===== src/common/pong_pkg.sv =====
`default_nettype none

package pong_pkg;

    localparam int coord_w = 10;                            // Screen coordinate width

    localparam logic [coord_w-1:0] h_video = 10'd640;       // Active pixels per line
    localparam logic [coord_w-1:0] v_video = 10'd480;       // Active lines per frame

    localparam int ball_size  = 16;                         // Ball is a square
    localparam int pdl_width  = 12;                         // Paddle thickness
    localparam int pdl_height = 96;                         // Paddle length

    localparam logic [coord_w-1:0] pdl1_x = 10'd24;         // Left paddle, left edge
    localparam logic [coord_w-1:0] pdl2_x = 10'd603;        // Right paddle, left edge
    localparam logic [coord_w-1:0] pdl_start_y = 10'd191;   // Both paddles centred

    localparam logic [coord_w-1:0] ball_start_x = 10'd320;  // Screen centre
    localparam logic [coord_w-1:0] ball_start_y = 10'd240;

    localparam int score_w   = 4;                           // Holds 0 to 15
    localparam int max_score = 11;                          // First to this wins

    localparam int clk_hz            = 25_175_000;          // Pixel clock
    localparam int def_ball_period   = clk_hz / 200;        // 200 px/s
    localparam int def_paddle_period = clk_hz / 400;        // 400 px/s
    localparam int def_serve_delay   = 2 * clk_hz;          // 2 s pause after a point
    localparam int def_safe_start    = 2_500_000;           // About 0.1 s
    localparam int count_w           = 27;                  // Covers the serve delay

    // Controller state codes
    localparam logic [1:0] st_startup = 2'd0;
    localparam logic [1:0] st_serve   = 2'd1;
    localparam logic [1:0] st_play    = 2'd2;
    localparam logic [1:0] st_over    = 2'd3;

endpackage

`default_nettype wire


===== src/ball/ball_mover.sv =====
`timescale 1ns/10ps
`default_nettype none

module ball_mover #(
    parameter int ball_period = pong_pkg::def_ball_period       // Cycles per step
) (
    input  wire logic                         clk_0,
    input  wire logic                         rst,            // Async, active low
    input  wire logic                         ball_live,      // Low holds at centre
    input  wire logic [pong_pkg::coord_w-1:0] pdl1_y,         // Left paddle top edge
    input  wire logic [pong_pkg::coord_w-1:0] pdl2_y,         // Right paddle top edge
    output logic [pong_pkg::coord_w-1:0]      ball_x,         // Top left corner
    output logic [pong_pkg::coord_w-1:0]      ball_y,
    output logic                              miss_left,      // One cycle strobe
    output logic                              miss_right      // One cycle strobe
);

    logic [pong_pkg::count_w-1:0] rate_cnt;     // Cycles since last step
    logic                         dir_x;        // 1 right, 0 left
    logic                         dir_y;        // 1 down, 0 up
    logic                         step;         // Step due this cycle
    logic                         miss_pending; // Waiting for the controller to react
    logic                         at_right;     // Past the right paddle
    logic                         at_left;      // Past the left paddle
    logic                         at_bottom;
    logic                         at_top;
    logic                         pdl1_rows;    // Vertical overlap with left paddle
    logic                         pdl2_rows;    // Vertical overlap with right paddle
    logic                         hit_pdl1;
    logic                         hit_pdl2;

    assign step         = (rate_cnt == ball_period - 1);
    assign miss_pending = miss_left || miss_right;

    assign at_right  = ball_x >= pong_pkg::h_video - pong_pkg::ball_size - 1;
    assign at_left   = (ball_x == '0);
    assign at_bottom = ball_y >= pong_pkg::v_video - pong_pkg::ball_size - 1;
    assign at_top    = (ball_y == '0);

    assign pdl1_rows = (ball_y <= pdl1_y + pong_pkg::pdl_height) &&
                       (ball_y + pong_pkg::ball_size >= pdl1_y);
    assign pdl2_rows = (ball_y <= pdl2_y + pong_pkg::pdl_height) &&
                       (ball_y + pong_pkg::ball_size >= pdl2_y);

    // Only the inner faces count
    assign hit_pdl2 = (ball_x + pong_pkg::ball_size >= pong_pkg::pdl2_x) && pdl2_rows;
    assign hit_pdl1 = (ball_x <= pong_pkg::pdl1_x + pong_pkg::pdl_width) && pdl1_rows;

    always_ff @(posedge clk_0 or negedge rst) begin
        if (!rst) begin
            rate_cnt   <= '0;
            dir_x      <= 1'b0;
            dir_y      <= 1'b0;
            ball_x     <= pong_pkg::ball_start_x;
            ball_y     <= pong_pkg::ball_start_y;
            miss_left  <= 1'b0;
            miss_right <= 1'b0;
        end else begin
            miss_left  <= 1'b0;                     // Strobes last one cycle
            miss_right <= 1'b0;
            if (!ball_live) begin
                rate_cnt <= '0;
                dir_x    <= 1'b0;                   // Serve goes left and up
                dir_y    <= 1'b0;
                ball_x   <= pong_pkg::ball_start_x;
                ball_y   <= pong_pkg::ball_start_y;
            end else if (miss_pending) begin
                rate_cnt <= '0;                     // Hold still until play stops
            end else if (!step) begin
                rate_cnt <= rate_cnt + 1'b1;
            end else begin
                rate_cnt <= '0;
                if (at_right) begin
                    miss_right <= 1'b1;
                end else if (at_left) begin
                    miss_left <= 1'b1;
                end else if (at_bottom) begin
                    dir_y  <= 1'b0;                 // Bounce off bottom wall
                    ball_y <= ball_y - 1'b1;
                end else if (at_top) begin
                    dir_y  <= 1'b1;                 // Bounce off top wall
                    ball_y <= ball_y + 1'b1;
                end else if (hit_pdl2) begin
                    dir_x  <= 1'b0;                 // Back towards player 1
                    ball_x <= ball_x - 1'b1;
                end else if (hit_pdl1) begin
                    dir_x  <= 1'b1;                 // Back towards player 2
                    ball_x <= ball_x + 1'b1;
                end else begin
                    ball_x <= dir_x ? ball_x + 1'b1 : ball_x - 1'b1;
                    ball_y <= dir_y ? ball_y + 1'b1 : ball_y - 1'b1;
                end
            end
        end
    end

    a_one_miss: assert property (
        @(posedge clk_0) disable iff (!rst)
        !(miss_left && miss_right)
    );

    a_ball_above_floor: assert property (
        @(posedge clk_0) disable iff (!rst)
        ball_y <= pong_pkg::v_video - pong_pkg::ball_size - 1
    );

endmodule

`default_nettype wire


===== src/logic/button_sync.sv =====
`timescale 1ns/10ps
`default_nettype none

module button_sync (
    input  wire logic clk_0,
    input  wire logic rst,              // Async, active low

    input  wire logic up_p1_raw,        // Straight from the pins, active low
    input  wire logic down_p1_raw,
    input  wire logic up_p2_raw,
    input  wire logic down_p2_raw,

    output logic      up_p1,            // Second stage, active low
    output logic      down_p1,
    output logic      up_p2,
    output logic      down_p2,
    output logic      any_press         // High while any button is held
);

    logic [3:0] meta;                   // First stage, may go metastable
    logic [3:0] sync;                   // Second stage, safe to use

    always_ff @(posedge clk_0 or negedge rst) begin
        if (!rst) begin
            meta <= 4'hf;               // All released
            sync <= 4'hf;
        end else begin
            meta <= {down_p2_raw, up_p2_raw, down_p1_raw, up_p1_raw};
            sync <= meta;
        end
    end

    assign up_p1     = sync[0];
    assign down_p1   = sync[1];
    assign up_p2     = sync[2];
    assign down_p2   = sync[3];
    assign any_press = ~&sync;          // A single low bit is a press

endmodule

`default_nettype wire


===== src/logic/game_state_ctrl.sv =====
`timescale 1ns/10ps
`default_nettype none

module game_state_ctrl #(
    parameter int serve_delay = pong_pkg::def_serve_delay,  // Cycles of serve pause
    parameter int safe_start  = pong_pkg::def_safe_start    // Cycles with buttons ignored
) (
    input  wire logic                         clk_0,
    input  wire logic                         rst,            // Async, active low

    input  wire logic                         any_press,      // Synchronized, active high
    input  wire logic                         miss_left,      // Point to player 2
    input  wire logic                         miss_right,     // Point to player 1

    output logic                              ball_live,      // Ball may move
    output logic                              paddles_live,   // Paddles may move
    output logic                              ball_shown,
    output logic                              game_startup,
    output logic                              game_over,
    output logic [pong_pkg::score_w-1:0]      score_p1,
    output logic [pong_pkg::score_w-1:0]      score_p2
);

    logic [1:0]                   state;        // One of the pong_pkg::st_* codes
    logic [pong_pkg::count_w-1:0] wait_cnt;     // Shared by safety and serve waits

    always_ff @(posedge clk_0 or negedge rst) begin
        if (!rst) begin
            state    <= pong_pkg::st_startup;
            wait_cnt <= '0;
            score_p1 <= '0;
            score_p2 <= '0;
        end else begin
            case (state)
                pong_pkg::st_startup: begin
                    if (wait_cnt < safe_start) begin
                        wait_cnt <= wait_cnt + 1'b1;        // Buttons ignored for now
                    end else if (any_press) begin
                        state    <= pong_pkg::st_serve;
                        wait_cnt <= '0;
                    end
                end

                pong_pkg::st_serve: begin
                    if (wait_cnt >= serve_delay - 1) begin
                        state    <= pong_pkg::st_play;      // Ball appears and moves now
                        wait_cnt <= '0;
                    end else begin
                        wait_cnt <= wait_cnt + 1'b1;
                    end
                end

                pong_pkg::st_play: begin
                    if (miss_right) begin                   // Player 1 scores
                        if (score_p1 == pong_pkg::max_score - 1) begin
                            state    <= pong_pkg::st_over;
                            score_p1 <= '0;
                            score_p2 <= '0;
                        end else begin
                            state    <= pong_pkg::st_serve;
                            score_p1 <= score_p1 + 1'b1;
                        end
                    end else if (miss_left) begin           // Player 2 scores
                        if (score_p2 == pong_pkg::max_score - 1) begin
                            state    <= pong_pkg::st_over;
                            score_p1 <= '0;
                            score_p2 <= '0;
                        end else begin
                            state    <= pong_pkg::st_serve;
                            score_p2 <= score_p2 + 1'b1;
                        end
                    end
                end

                default: begin                              // Game over
                    if (any_press) begin
                        state <= pong_pkg::st_serve;        // Scores already clear
                    end
                end
            endcase
        end
    end

    // Output decode
    assign ball_live    = (state == pong_pkg::st_play);
    assign ball_shown   = (state == pong_pkg::st_play);
    assign paddles_live = (state == pong_pkg::st_serve) || (state == pong_pkg::st_play);
    assign game_startup = (state == pong_pkg::st_startup);
    assign game_over    = (state == pong_pkg::st_over);

    a_screens_exclusive: assert property (
        @(posedge clk_0) disable iff (!rst)
        !(game_startup && game_over)
    );

    // The ball only reports misses while the game is in play
    a_miss_in_play: assert property (
        @(posedge clk_0) disable iff (!rst)
        (miss_left || miss_right) |-> (state == pong_pkg::st_play)
    );

endmodule

`default_nettype wire


===== src/logic/pong_top.sv =====
`timescale 1ns/10ps
`default_nettype none

module pong_top #(
    parameter int ball_period   = pong_pkg::def_ball_period,    // Cycles per ball step
    parameter int paddle_period = pong_pkg::def_paddle_period,  // Cycles per paddle step
    parameter int serve_delay   = pong_pkg::def_serve_delay,    // Pause before each serve
    parameter int safe_start    = pong_pkg::def_safe_start      // Buttons ignored this long
) (
    input  wire logic                         clk_0,          // Pixel clock
    input  wire logic                         rst,            // Async, active low

    input  wire logic                         up_p1,          // Raw buttons, active low
    input  wire logic                         down_p1,
    input  wire logic                         up_p2,
    input  wire logic                         down_p2,

    output logic [pong_pkg::coord_w-1:0]      ball_x,         // Sprite top left corners
    output logic [pong_pkg::coord_w-1:0]      ball_y,
    output logic [pong_pkg::coord_w-1:0]      pdl1_y,
    output logic [pong_pkg::coord_w-1:0]      pdl2_y,

    output logic                              ball_shown,     // Draw the ball
    output logic                              game_startup,   // Title screen
    output logic                              game_over,      // Winner screen
    output logic [pong_pkg::score_w-1:0]      score_p1,
    output logic [pong_pkg::score_w-1:0]      score_p2
);

    logic up_p1_s;          // Synchronized buttons, still active low
    logic down_p1_s;
    logic up_p2_s;
    logic down_p2_s;
    logic any_press;        // Some button held
    logic ball_live;        // Ball may move
    logic paddles_live;     // Paddles may move
    logic miss_left;        // Ball out on the left, point to player 2
    logic miss_right;       // Ball out on the right, point to player 1

    button_sync u_button_sync (
        .clk_0       (clk_0),
        .rst         (rst),
        .up_p1_raw   (up_p1),
        .down_p1_raw (down_p1),
        .up_p2_raw   (up_p2),
        .down_p2_raw (down_p2),
        .up_p1       (up_p1_s),
        .down_p1     (down_p1_s),
        .up_p2       (up_p2_s),
        .down_p2     (down_p2_s),
        .any_press   (any_press)
    );

    game_state_ctrl #(
        .serve_delay (serve_delay),
        .safe_start  (safe_start)
    ) u_game_state_ctrl (
        .clk_0        (clk_0),
        .rst          (rst),
        .any_press    (any_press),
        .miss_left    (miss_left),
        .miss_right   (miss_right),
        .ball_live    (ball_live),
        .paddles_live (paddles_live),
        .ball_shown   (ball_shown),
        .game_startup (game_startup),
        .game_over    (game_over),
        .score_p1     (score_p1),
        .score_p2     (score_p2)
    );

    // Left paddle
    paddle_mover #(
        .paddle_period (paddle_period)
    ) u_paddle_p1 (
        .clk_0        (clk_0),
        .rst          (rst),
        .up           (up_p1_s),
        .down         (down_p1_s),
        .paddles_live (paddles_live),
        .pdl_y        (pdl1_y)
    );

    // Right paddle
    paddle_mover #(
        .paddle_period (paddle_period)
    ) u_paddle_p2 (
        .clk_0        (clk_0),
        .rst          (rst),
        .up           (up_p2_s),
        .down         (down_p2_s),
        .paddles_live (paddles_live),
        .pdl_y        (pdl2_y)
    );

    ball_mover #(
        .ball_period (ball_period)
    ) u_ball_mover (
        .clk_0      (clk_0),
        .rst        (rst),
        .ball_live  (ball_live),
        .pdl1_y     (pdl1_y),
        .pdl2_y     (pdl2_y),
        .ball_x     (ball_x),
        .ball_y     (ball_y),
        .miss_left  (miss_left),
        .miss_right (miss_right)
    );

endmodule

`default_nettype wire


===== src/paddle/paddle_mover.sv =====
`timescale 1ns/10ps
`default_nettype none

module paddle_mover #(
    parameter int paddle_period = pong_pkg::def_paddle_period   // Cycles per step
) (
    input  wire logic                         clk_0,
    input  wire logic                         rst,            // Async, active low
    input  wire logic                         up,             // Active low
    input  wire logic                         down,           // Active low
    input  wire logic                         paddles_live,   // Low holds at start
    output logic [pong_pkg::coord_w-1:0]      pdl_y           // Top edge
);

    logic [pong_pkg::count_w-1:0] rate_cnt;     // Cycles since last step
    logic                         single_btn;   // Exactly one button held
    logic                         step;         // Step due this cycle

    assign single_btn = up ^ down;
    assign step       = single_btn && (rate_cnt == paddle_period - 1);

    always_ff @(posedge clk_0 or negedge rst) begin
        if (!rst) begin
            rate_cnt <= '0;
            pdl_y    <= pong_pkg::pdl_start_y;
        end else if (!paddles_live) begin
            rate_cnt <= '0;
            pdl_y    <= pong_pkg::pdl_start_y;      // Parked on the startup and game over screens
        end else if (!single_btn) begin
            rate_cnt <= '0;                         // Neither or both held
        end else if (step) begin
            rate_cnt <= '0;
            if (!up) begin
                if (pdl_y != '0) begin
                    pdl_y <= pdl_y - 1'b1;          // Stop at the top line
                end
            end else if (pdl_y + pong_pkg::pdl_height < pong_pkg::v_video - 1) begin
                pdl_y <= pdl_y + 1'b1;              // Stops at 383
            end
        end else begin
            rate_cnt <= rate_cnt + 1'b1;
        end
    end

    a_pdl_in_screen: assert property (
        @(posedge clk_0) disable iff (!rst)
        pdl_y <= pong_pkg::v_video - 1 - pong_pkg::pdl_height
    );

endmodule

`default_nettype wire


===== config.mk =====
export PLATFORM = sky130hd
export DESIGN_NAME = pong_top
export DESIGN_NICKNAME = d
export VERILOG_FILES = /design/src/common/pong_pkg.sv /design/src/ball/ball_mover.sv /design/src/logic/button_sync.sv /design/src/logic/game_state_ctrl.sv /design/src/logic/pong_top.sv /design/src/paddle/paddle_mover.sv
export SDC_FILE = /design/constraint.sdc
export NUM_CORES = 1
export LEC_CHECK = 0
export BUFFER_PORTS_ARGS = -buffer_cell sky130_fd_sc_hd__buf_2
export CORE_UTILIZATION = 35
export CTS_BUF_LIST = sky130_fd_sc_hd__clkbuf_8
export DETAILED_ROUTE_END_ITERATION = 10
export SLEW_MARGIN = 20
export SYNTH_ARGS = -nofsm -noshare
export SYNTH_HDL_FRONTEND = slang
export SYNTH_SLANG_ARGS = --single-unit

===== constraint.sdc =====
create_clock -name clk_0 -period 4.5 [get_ports clk_0]
set_clock_uncertainty 0.05 [all_clocks]
set_input_delay 0.675 -clock clk_0 [delete_from_list [all_inputs] [get_ports clk_0]]
set_output_delay 0.675 -clock clk_0 [all_outputs]
set_load 0.05 [all_outputs]

Yosys cells after proc, flatten, opt, wreduce, memory -nomap -nowiden. Index checks and enable logic that the tools add are counted.

Input bits: 6. Register bits after elaboration: 170.

Muxes and demuxes: 86. $add $sub $neg: 18. Reductions and logical operators: 27. Eq/ne operators: 31. Bitwise gates (word level): 2. Order comparisons: 12.

Operators by type and width (number): two-way mux 27 bit (12); two-way mux 10 bit (32); adder 27 x 1 -> 27 bit, second input constant (4); greater-or-equal comparator 32 x 10 -> 1 bit (2); less-or-equal comparator 10 x 32 -> 1 bit (2); < comparator 32 x 9 -> 1 bit, second input constant (2); == test 27 x 16 -> 1 bit, second input constant (2); one-hot mux 27 bit (2 select lines) (1); adder 10 x 1 -> 10 bit, second input constant (4); subtractor 10 x 1 -> 10 bit, second input constant (4); greater-or-equal comparator 32 x 10 -> 1 bit, second input constant (1); two-way mux 4 bit (8); == test 27 x 17 -> 1 bit, second input constant (1); greater-or-equal comparator 27 x 26 -> 1 bit, second input constant (1); < comparator 27 x 22 -> 1 bit, second input constant (1); two-way mux 1 bit (25); adder 10 x 5 -> 11 bit, second input constant (2); adder 10 x 7 -> 11 bit, second input constant (2); logical NOT 10 bit (2); != test 2 bit, second input constant (10); nonzero test 10 bit (2); != test 3 bit, second input constant (5); two-way mux 2 bit (7); AND reduction 4 bit (3); 21 further kinds (41).

Logic depth before layout (Yosys ltp). Gate-level depths: netlist of the first run.

Depth in word-level cells: 13. Depth in mapped cells: 14. Depth with buffers taken out: 13.

By module. A second synthesis of the first run with hierarchy kept.

Cells, all modules: 1304. Area total of the unflattened synthesis: 11696.2 um^2.

By module, submodules not included: ball_mover (cells each 529, times used 1, area an instance 4473.0 um^2, sequential area each 1283.7 um^2); game_state_ctrl (cells each 263, times used 1, area an instance 2386.0 um^2, sequential area each 925.9 um^2); paddle_mover at u_paddle_p2 (cells each 259, times used 1, area an instance 2366.0 um^2, sequential area each 934.6 um^2); paddle_mover at u_paddle_p1 (cells each 244, times used 1, area an instance 2254.7 um^2, sequential area each 934.6 um^2); button_sync (cells each 9, times used 1, area an instance 216.5 um^2, sequential area each 210.2 um^2).

Worst setup path after synthesis of the first run. No wires, ideal clock.

Kind: register to register. Start: register u_paddle_p2.pdl_y[5] (netlist name). End: register u_ball_mover.ball_y[0] (netlist name). Arrival time: 3563 ps. Data required time: 4325 ps. Clock period less this slack: 3738 ps. Cell stages (with the launch flop): 14. Setup slack: 762 ps. Path through: dfstp_2 inv_1 ha_1 or3_1 xnor2_1 ha_1 nand4_1 or3b_1 o221ai_1 o211ai_2 a21oi_1 clkbuf_1 nor3_2 mux2_2.

Longest elaborated chain between the ends: 6. Elaborated cells between the ends (all ways): 7. Classes of those cells: 1 x add/sub; 2 x order compare; 1 x eq/ne; 3 x reduce/logical.

RTL lines: from (decl) (RTL line paddle_mover.sv:12) `output logic [pong_pkg::coord_w-1:0] pdl_y`; from (signal assigned) (RTL line paddle_mover.sv:25) `pdl_y <= pong_pkg::pdl_start_y;`; from (signal assigned) (RTL line paddle_mover.sv:28) `pdl_y <= pong_pkg::pdl_start_y;`; from (signal assigned) (RTL line paddle_mover.sv:35) `pdl_y <= pdl_y - 1'b1;`; adder 10 x 7 -> 11 bit (RTL line ball_mover.sv:42) `assign pdl2_rows = (ball_y <= pdl2_y + pong_pkg::pdl_height) &&`; less-or-equal comparator 10 x 32 -> 1 bit (RTL line ball_mover.sv:42); logical AND 1 bit * (RTL line ball_mover.sv:42); logical AND 1 bit * (RTL line ball_mover.sv:46) `assign hit_pdl2 = (ball_x + pong_pkg::ball_size >= pong_pkg::pdl2_x) && pdl2_rows;`; != test 4 bit (no source line) *; AND reduction 6 bit (no source line) *; to (signal assigned) (RTL line ball_mover.sv:55) `ball_y <= pong_pkg::ball_start_y;`; to (signal assigned) (RTL line ball_mover.sv:66) `ball_y <= pong_pkg::ball_start_y;`; to (signal assigned) (RTL line ball_mover.sv:79) `ball_y <= ball_y - 1'b1;`; to (decl) (RTL line ball_mover.sv:13) `output logic [pong_pkg::coord_w-1:0] ball_y,`.

Every way passes the cells marked *; elsewhere a longest branch is shown, timed or not. A chain may end at the register's enable or synchronous reset.

Final worst setup path of the first run.
Start: register u_paddle_p2.pdl_y[5] (netlist name). End: register u_ball_mover.ball_y[7] (netlist name).

The elaborated chain is that of the path after synthesis.

==> results.yml, run 1 <==
route:
  drt_iter0_markers: 603
  drc: 0
  routedWlPerCell_um: 15.59
  vias: 8898
  ant_nets: 0
  vias_per_cell: 5.331
  routed_wl_um: 26020
  firstDrtPassIters: 5
global_route:
  grt_pass1_vias: 8744
  grt_pass1_wl_um: 44170
  grt_overflow: 0
  antenna_found_initial: 0
  grt_max_degree: 73
  grt_usage_pct: 17.36
run_status:
  status: "finished, final reports clean"
floorplanning:
  io_pins: 57
  num_rows: 64
  initial_core_util_pct: 35.49
  core-area_mm2: 0.03051
  die-area_mm2: 0.03164
  dieHeight_um: 177.9
  fp.dieW_um: 177.9
logic_synthesis:
  yosysTopAreaCellShare_pct: 32.82
  postSynthCellCount: 1208
  synth_common_cells: "nor2_1, dfrtp_1, nand2_1"
  synth_most_common_cell: "nor2_1"
  synth_nets: 1295
  ys.flop_type: "dfrtp_1"
  yosysSeqAreaShare_pct: 39.62
  yosysWarnings: 0
  async_flop_share_pct: 100.0
  ys_top_cells_by_area: "dfrtp_1, ha_1, dfstp_2"
  synth_edf_count: 0
  ys_ff_latch: 170
  syn_area_mm2: 0.01083
  yosys.area.top_type: "dfrtp_1"
  synth.avg_cell_area_um2: 8.962
  synth.distinct_cells: 77
sta:
  relSlewSlack_pct: 29.57
  fmax_ghz: 0.2551
  slew_viol_final: 0
  holdWs_ns: 0.1608
  final.setup.tns_ns: 0
  rsz0062_at_grt: "false"
  period_needed_ns: 3.920
  worstMarginPinSlew_ns: 1.053
  setup_violations: 0
  setup_ws_ns: 0.5797
  min_period_over_period_pct: 87.12
  hold_violations: 0
power_and_ir_drop:
  p_leak_nw: 5.197
  peakVddDrop_mv: 0.1508
  cellPowerDensity_mw_per_mm2: 236.5
worst_setup_path:
  cp_top_family: "simple AND/OR/NAND/NOR gates"
  crit_path_end_kind: "register"
  critPathSlowestCell: "dfstp_2"
  critical_path.cell_chain: "inv_1 -> ha_1 -> or3_1 -> xnor2_1 -> ha_1 -> nand4_1 -> or3b_1 -> a21oi_1 -> o221ai_1 -> o211ai_2 -> a21oi_1 -> buf_4 -> or2_2 -> a221oi_1"
  cp-start-kind: "register"
  cp.arrival_ns: 4.25
  r2r-start: "u_paddle_p2.pdl_y[5]$_DFFE_PN1P_"
  r2r_cells: 14
  required_ns: 4.83
  crit_buf_inv: 2
  crit_cells: 14
  startpoint: "u_paddle_p2.pdl_y[5]$_DFFE_PN1P_"
  crit_type: "register to register"
  cpPeakStageDelay_ns: 0.61
  critPathMaxFanout: 11
cts:
  cts_setup_buffers: 0
  clk_pin_slew_ns: 0.11
  root_buffer: "clkbuf_8"
  numCtsBuffers: 17
  cts_buffer_depth: 2
  h-tree-depth: 4
  clock_latency_ns: 0.48
  cts_tree: "yes"
  ctsHoldBuffers: 0
  clkSinkCount: 170
  cts_resized: 0
finish:
  seqCellArea_mm2: 0.004289
  num_antenna_cells: 0
  design_area_mm2: 0.01196
  area_growth_pct: 10.42
  finalNonFillerCells: 1669
  drive_gt1_share_pct: 11.70
  n_fill_cell: 3008
  multi_input_area_mm2: 0.006177
  nNetsFinal: 1347
placed_design:
  pre_cts_ws_ns: 0.6561
  dp_hpwl_um: 18770
  portBuffers: 56
  post-place-cells: 1637
  place_congestion: 0.9008
  postPlaceCellArea_mm2: 0.01153
flow_run:
  cap_viol_max_count: 0
hold_path:
  hold_path.class: "input port to async pin"
## routing by layer
layer,vias to the layer above,global-route usage [%],routed length (um)
met1,4309,23.25,12630
met5,-,0,0
met2,123,28.45,12230
met3,32,2.935,731
met4,0,5.306,423
li1,4434,-,-
## kinds of logic (layout without fill, tap and decap cells)
kind of cell,Yosys count,count (layout),share of synthesized area (%)
adders and majority gates,81,81,9.500
DFF,170,170,39.62
AOI/OAI and AO/OA,238,238,14.65
muxes,8,8,0.8089
buffers and inverters,91,156,3.328
xor gates and xnor gates,106,106,8.575
and+or+nand+nor,514,514,23.52
## state kept, by name, summed over array words and instances, names as in the netlist, 2 cells and up
name,flops
u_game_state_ctrl.state,2
u_ball_mover.ball_x,10
u_ball_mover.rate_cnt,27
u_game_state_ctrl.score_p2,4
u_paddle_p1.pdl_y,10
u_game_state_ctrl.wait_cnt,27
u_paddle_p2.rate_cnt,27
u_game_state_ctrl.score_p1,4
u_button_sync.sync,4
u_button_sync.meta,4
u_ball_mover.ball_y,10
u_paddle_p1.rate_cnt,27
u_paddle_p2.pdl_y,10
## path summary, 6_finish.rpt
check / endpoint / slack, ns
min in group clk_0: u_button_sync.meta[2]$_DFF_PN1_ / 0.24
worst max-delay path: u_ball_mover.ball_y[7]$_DFFE_PN1P_ / 0.58
worst min-delay path: u_paddle_p2.pdl_y[8]$_DFFE_PN0P_ / 0.16
max in group asynchronous: u_paddle_p1.rate_cnt[19]$_DFF_PN0_ / 3.25
worst max register to register: u_ball_mover.ball_y[7]$_DFFE_PN1P_ / 0.58
worst min register to register: u_button_sync.sync[3]$_DFF_PN1_ / 0.30
## cell usage in the layout (no fill, tap or decap), types with 8 or more instances in the layout
| cell | count |
|---|---|
| nor4_1 | 21 |
| a211o_1 | 8 |
| or3_1 | 18 |
| and4_1 | 9 |
| nand3_1 | 60 |
| o31ai_1 | 10 |
| clkbuf_8 | 19 |
| a31oi_1 | 9 |
| ha_1 | 79 |
| a22o_1 | 8 |
| or2_2 | 8 |
| nand4_1 | 27 |
| nor2b_1 | 10 |
| nor3_1 | 32 |
| buf_2 | 55 |
| a21o_1 | 9 |
| and2_1 | 9 |
| a211oi_1 | 10 |
| nand2_1 | 91 |
| inv_1 | 60 |
| and3_1 | 31 |
| nand2b_1 | 8 |
| dfstp_2 | 28 |
| o21ai_0 | 64 |
| xnor2_1 | 54 |
| a21oi_1 | 54 |
| xor2_1 | 52 |
| nor2_1 | 163 |
| dfrtp_1 | 142 |
## final cells by class
type	count	share of cell area, %
Clock buffer	19	2.187
Clock inverter	13	1.371
Inverter	61	1.915
Multi-Input combinational cell	947	51.67
Sequential cell	170	35.88
Tap cell	396	4.144
Timing Repair Buffer	63	2.836
## stage by stage
step	util [%]	power, W
3_5_place_dp	37.79	0.001663
6_report	39.19	0.002827
5_1_grt	39.19	0.002940
4_1_cts	39.19	0.002861
3_3_place_gp	37.79	0.001662
2_1_floorplan	-	0.001614
## worst register-to-register path: cells and delay by family, from the launching register on
family          cells  cell delay, ns
fa+ha+maj           2            0.53
xor+xnor            1            0.16
buf+inv             2            0.30
flops               1            0.61
compound gates      5            1.01
simple gates        4            1.16
## where the power goes
group	total, W	internal [W]	leakage [nW]	switching, W
logic	0.0000947	0.0000302	2.72	0.0000646
registers	0.00154	0.00153	2.27	0.00000301
clock network	0.00120	0.000584	0.215	0.000611
total	0.00283	0.00215	5.20	0.000679
Note: power is estimated with default switching activity, not from simulation.
==> run 2, diff against run 1 <==
--- a/config.mk
+++ b/config.mk
@@ -6,9 +6,11 @@
 export NUM_CORES = 1
 export LEC_CHECK = 0
 export BUFFER_PORTS_ARGS = -buffer_cell sky130_fd_sc_hd__buf_2
+export CORE_MARGIN = 2
 export CORE_UTILIZATION = 35
 export CTS_BUF_LIST = sky130_fd_sc_hd__clkbuf_8
 export DETAILED_ROUTE_END_ITERATION = 10
+export GPL_TIMING_DRIVEN = 0
 export SLEW_MARGIN = 20
 export SYNTH_ARGS = -nofsm -noshare
 export SYNTH_HDL_FRONTEND = slang
==> results.yml, run 2 (synthesized netlist as in run 1, its figures left out) <==
worst_setup_path:
  cp-start-kind: "register"
  crit_type: "register to register"
  r2r_setup_slack_ns: 0.37
  crit_path_end_kind: "register"
  cp.arrival_ns: 4.44
  required_ns: 4.81
  critPathMaxFanout: 10
sta:
  final.setup.tns_ns: 0
  min_period_over_period_pct: 91.71
  holdWs_ns: 0.1582
  period_needed_ns: 4.127
  relSlewSlack_pct: 39.96
  rsz0062_at_grt: "false"
  worstMarginPinSlew_ns: 0.8778
  slew_viol_final: 0
  setup_ws_ns: 0.3732
  fmax_ghz: 0.2423
  hold_violations: 0
  setup_violations: 0
route:
  vias: 9062
  routed_wl_um: 26140
  ant_nets: 0
  vias_per_cell: 5.353
  drc: 0
  drt_iter0_markers: 678
  routedWlPerCell_um: 15.44
  firstDrtPassIters: 5
cts:
  ctsHoldBuffers: 0
  clk_pin_slew_ns: 0.10
  cts_tree: "yes"
  cts_buffer_depth: 2
  h-tree-depth: 4
  root_buffer: "clkbuf_8"
  cts_setup_buffers: 0
  clock_latency_ns: 0.47
  numCtsBuffers: 17
  clkSinkCount: 170
finish:
  mostFrequentLayoutCells: "nor2_1, dfrtp_1, nand2_1"
  drive_gt1_share_pct: 11.64
  fin_util_pct: 39.42
  nNetsFinal: 1371
  num_antenna_cells: 0
  final_common_cell: "nor2_1"
  area_growth_pct: 11.08
floorplanning:
  die-area_mm2: 0.03236
  io_pins: 57
  initial_core_util_pct: 35.49
  num_rows: 64
  fp.dieW_um: 179.9
  dieHeight_um: 179.9
  core-area_mm2: 0.03051
global_route:
  antenna_found_initial: 0
  grt_overflow: 0
  grt_pass1_wl_um: 44480
  grt_max_degree: 87
  grt_usage_pct: 16.45
  grt_pass1_vias: 8689
hold_path:
  hold_path.class: "input port to async pin"
placed_design:
  place_congestion: 0.8523
  pre_cts_ws_ns: 0.2478
  portBuffers: 56
  dp_hpwl_um: 19060
flow_run:
  cap_viol_max_count: 0
run_status:
  status: "finished, final reports clean"
power_and_ir_drop:
  peakVddDrop_mv: 0.1715
  cellPowerDensity_mw_per_mm2: 227.2
  p_leak_nw: 5.222
-- run 2: cell count changes in the layout (fill, tap and decap cells not counted), moves of 3 or more --
cell / before / now
buf_2: 55 / 61
clkbuf_1: 0 / 21
buf_4: 7 / 1
inv_8: 0 / 3
-- run 2: through the flow --
step                instances  cell area [um2]  power (W)
finish                   1693            12030   0.002733
global route             1693            12030   0.002851
CTS                      1693            12030   0.002769
detailed placement       1661            11640   0.001665
global placement         1660            11600   0.001659
floorplan                1208            10830   0.001614
-- run 2: timing repair --
item | in CTS | in global routing
hold endpoints to repair | 0 | 0
endpoints found under the setup margin | 0 | 2
gates resized for setup | 0 | 2
-- run 2: worst max-delay path, cell delays in order, from the launching register on --
cell      delay [ns]
dfstp_2         0.63
inv_1           0.11
ha_1            0.24
or3_1           0.32
xnor2_1         0.17
ha_1            0.31
nand4_1         0.12
or3b_1          0.39
o221ai_1        0.39
o211ai_2        0.34
a21oi_1         0.24
clkbuf_2        0.28
nor3_2          0.13
mux2_2          0.29
-- run 2: cell type report --
type / count / area (um2)
sequential: 170 / 4289
buffer: 30 / 132.6
multi-input combinational: 947 / 6177
fill: 2999 / 18480
clock inverter: 14 / 137.6
timing repair buffer: 57 / 317.8
inverter: 61 / 229.0
tap: 396 / 495.5
clock buffer: 18 / 247.7
-- run 2: where the power goes --
part | switching [W] | leakage (nW) | internal [W]
sequential | 0.00000321 | 2.27 | 0.00153
combinational | 0.0000642 | 2.76 | 0.0000315
clock | 0.000634 | 0.195 | 0.000466
total | 0.000701 | 5.22 | 0.00203
-- run 2: routing by layer --
metal / GRT usage (%) / wire [um] / up-vias
met1: 22.83 / 12450 / 4387
met2: 27.14 / 12440 / 186
met4: 3.772 / 289 / 0
met5: 0 / 0 / -
met3: 2.391 / 961 / 28
li1: - / - / 4461
-- run 2: final timing paths --
path	from	endpoint	cells after the start
worst max-delay path	u_paddle_p2.pdl_y[5]$_DFFE_PN1P_	u_ball_mover.ball_y[0]$_DFFE_PN0P_	13
worst min-delay path	rst	u_paddle_p2.pdl_y[8]$_DFFE_PN0P_	1
worst max register to register	u_paddle_p2.pdl_y[5]$_DFFE_PN1P_	u_ball_mover.ball_y[0]$_DFFE_PN0P_	13
worst min register to register	u_button_sync.meta[0]$_DFF_PN1_	u_button_sync.sync[0]$_DFF_PN1_	0
max in group asynchronous	rst	u_ball_mover.ball_y[6]$_DFFE_PN1P_	2
min in group clk_0	up_p2	u_button_sync.meta[2]$_DFF_PN1_	1
==> run 3, diff against run 2 <==
--- a/config.mk
+++ b/config.mk
@@ -11,6 +11,7 @@
 export CTS_BUF_LIST = sky130_fd_sc_hd__clkbuf_8
 export DETAILED_ROUTE_END_ITERATION = 10
 export GPL_TIMING_DRIVEN = 0
+export HOLD_SLACK_MARGIN = 0.12
 export SLEW_MARGIN = 20
 export SYNTH_ARGS = -nofsm -noshare
 export SYNTH_HDL_FRONTEND = slang
==> constraint.sdc (replaced) <==
create_clock -name clk_0 -period 4 [get_ports clk_0]
set_clock_uncertainty 0.05 [all_clocks]
set_input_delay 0.6 -clock clk_0 [delete_from_list [all_inputs] [get_ports clk_0]]
set_output_delay 0.6 -clock clk_0 [all_outputs]
set_load 0.05 [all_outputs]
==> results.yml, run 3 (synthesized netlist as in run 1, its figures left out) <==
floorplanning:
  fp.dieW_um: 179.9
  io_pins: 57
  initial_core_util_pct: 35.49
  core-area_mm2: 0.03051
  dieHeight_um: 179.9
  num_rows: 64
  die-area_mm2: 0.03236
finish:
  finalNonFillerCells: 1694
  area_growth_pct: 11.44
  num_antenna_cells: 0
  mostFrequentLayoutCells: "nor2_1, dfrtp_1, nand2_1"
  final_common_cell: "nor2_1"
  drive_gt1_share_pct: 11.86
  nNetsFinal: 1372
  fin_util_pct: 39.55
cts:
  clock_latency_ns: 0.47
  root_buffer: "clkbuf_8"
  numCtsBuffers: 17
  cts_tree: "yes"
  clk_pin_slew_ns: 0.10
  cts_buffer_depth: 2
  h-tree-depth: 4
  clkSinkCount: 170
global_route:
  grt_max_degree: 87
  grt_usage_pct: 16.46
  grt_pass1_vias: 8688
  antenna_found_initial: 0
  grt_pass1_wl_um: 44530
  grt_overflow: 0
worst_setup_path:
  critPathSlowestCell: "dfstp_2"
  required_ns: 4.30
  critPathMaxFanout: 9
  cp_common_cell: "ha_1"
  crit_type: "register to register"
  crit_path_end_kind: "register"
  cp-start-kind: "register"
  cp_top_family: "simple AND/OR/NAND/NOR gates"
  cp.arrival_ns: 4.13
  cpPeakStageDelay_ns: 0.63
  critical_path.cell_chain: "inv_1 -> ha_1 -> or3_1 -> xnor2_1 -> ha_1 -> nand4_1 -> or3b_1 -> a21oi_1 -> o221ai_2 -> o211a_1 -> nor4_1 -> o31a_1 -> o21ai_0"
  crit_buf_inv: 1
sta:
  slew_viol_final: 0
  fmax_ghz: 0.2614
  min_period_over_period_pct: 95.64
  setup_violations: 0
  hold_violations: 0
  holdWs_ns: 0.1622
  rsz0062_at_grt: "false"
  period_needed_ns: 3.826
  setup_ws_ns: 0.1743
  relSlewSlack_pct: 39.87
  worstMarginPinSlew_ns: 0.8793
  final.setup.tns_ns: 0
placed_design:
  place_congestion: 0.8523
  portBuffers: 56
  post-place-cells: 1661
  dp_hpwl_um: 19060
  pre_cts_ws_ns: -0.2522
route:
  routed_wl_um: 26130
  drc: 0
  vias_per_cell: 5.356
  firstDrtPassIters: 5
  routedWlPerCell_um: 15.43
  ant_nets: 0
  vias: 9073
  drt_iter0_markers: 689
run_status:
  status: "finished, final reports clean"
power_and_ir_drop:
  peakVddDrop_mv: 0.1920
  p_leak_nw: 5.234
  cellPowerDensity_mw_per_mm2: 254.8
hold_path:
  hold_path.class: "input port to register"
flow_run:
  cap_viol_max_count: 0
run 3: layout make-up:
class,count,area (um2)
Fill cell,3002,18440
Clock buffer,18,247.7
Sequential cell,170,4289
Buffer,29,128.9
Tap cell,396,495.5
Clock inverter,14,137.6
Inverter,61,229.0
Timing Repair Buffer,59,335.3
Multi-Input combinational cell,947,6202
run 3: power by group:
group / internal [W] / switching, W
clock network: 0.000524 / 0.000712
logic: 0.0000359 / 0.0000723
registers: 0.00173 / 0.00000362
run 3: final timing paths:
check | end | cells past startpoint | slack, ns | startpoint
worst max-delay path | u_ball_mover.ball_x[9]$_DFFE_PN0P_ | 13 | 0.17 | u_paddle_p2.pdl_y[5]$_DFFE_PN1P_
worst max register to register | u_ball_mover.ball_x[9]$_DFFE_PN0P_ | 13 | 0.17 | u_paddle_p2.pdl_y[5]$_DFFE_PN1P_
worst min register to register | u_button_sync.sync[0]$_DFF_PN1_ | 0 | 0.31 | u_button_sync.meta[0]$_DFF_PN1_
worst min-delay path | u_button_sync.meta[2]$_DFF_PN1_ | 1 | 0.16 | up_p2
max in group asynchronous | u_game_state_ctrl.wait_cnt[16]$_DFFE_PN0P_ | 3 | 2.34 | rst
min in group asynchronous | u_paddle_p2.pdl_y[8]$_DFFE_PN0P_ | 2 | 0.68 | rst
run 3: per-stage QoR:
| step | cell area (um2) | power (W) |
|---|---|---|
| finish | 12070 | 0.003074 |
| global route | 12070 | 0.003208 |
| CTS | 12060 | 0.003116 |
| detailed placement | 11640 | 0.001873 |
| global placement | 11600 | 0.001867 |
| floorplan | 10830 | 0.001816 |
run 3: metal layers:
layer  up-vias  global-route usage, %  wire length, um  share of wire [%]
met3        26                  2.431              975                3.7
met4         0                  3.740              293                1.1
met2       191                  27.20            12490                 48
li1       4460                      -                -                  -
met5         -                      0                0                  0
met1      4396                  22.80            12380                 47
run 3: repair_timing:
action / CTS / global route
hold buffers: 1 / 0
resized for setup: 4 / 2
endpoints found under the setup margin: 13 / 16
setup buffers: 0 / 1
hold endpoints to repair: 57 / 0
pin swaps: 0 / 1
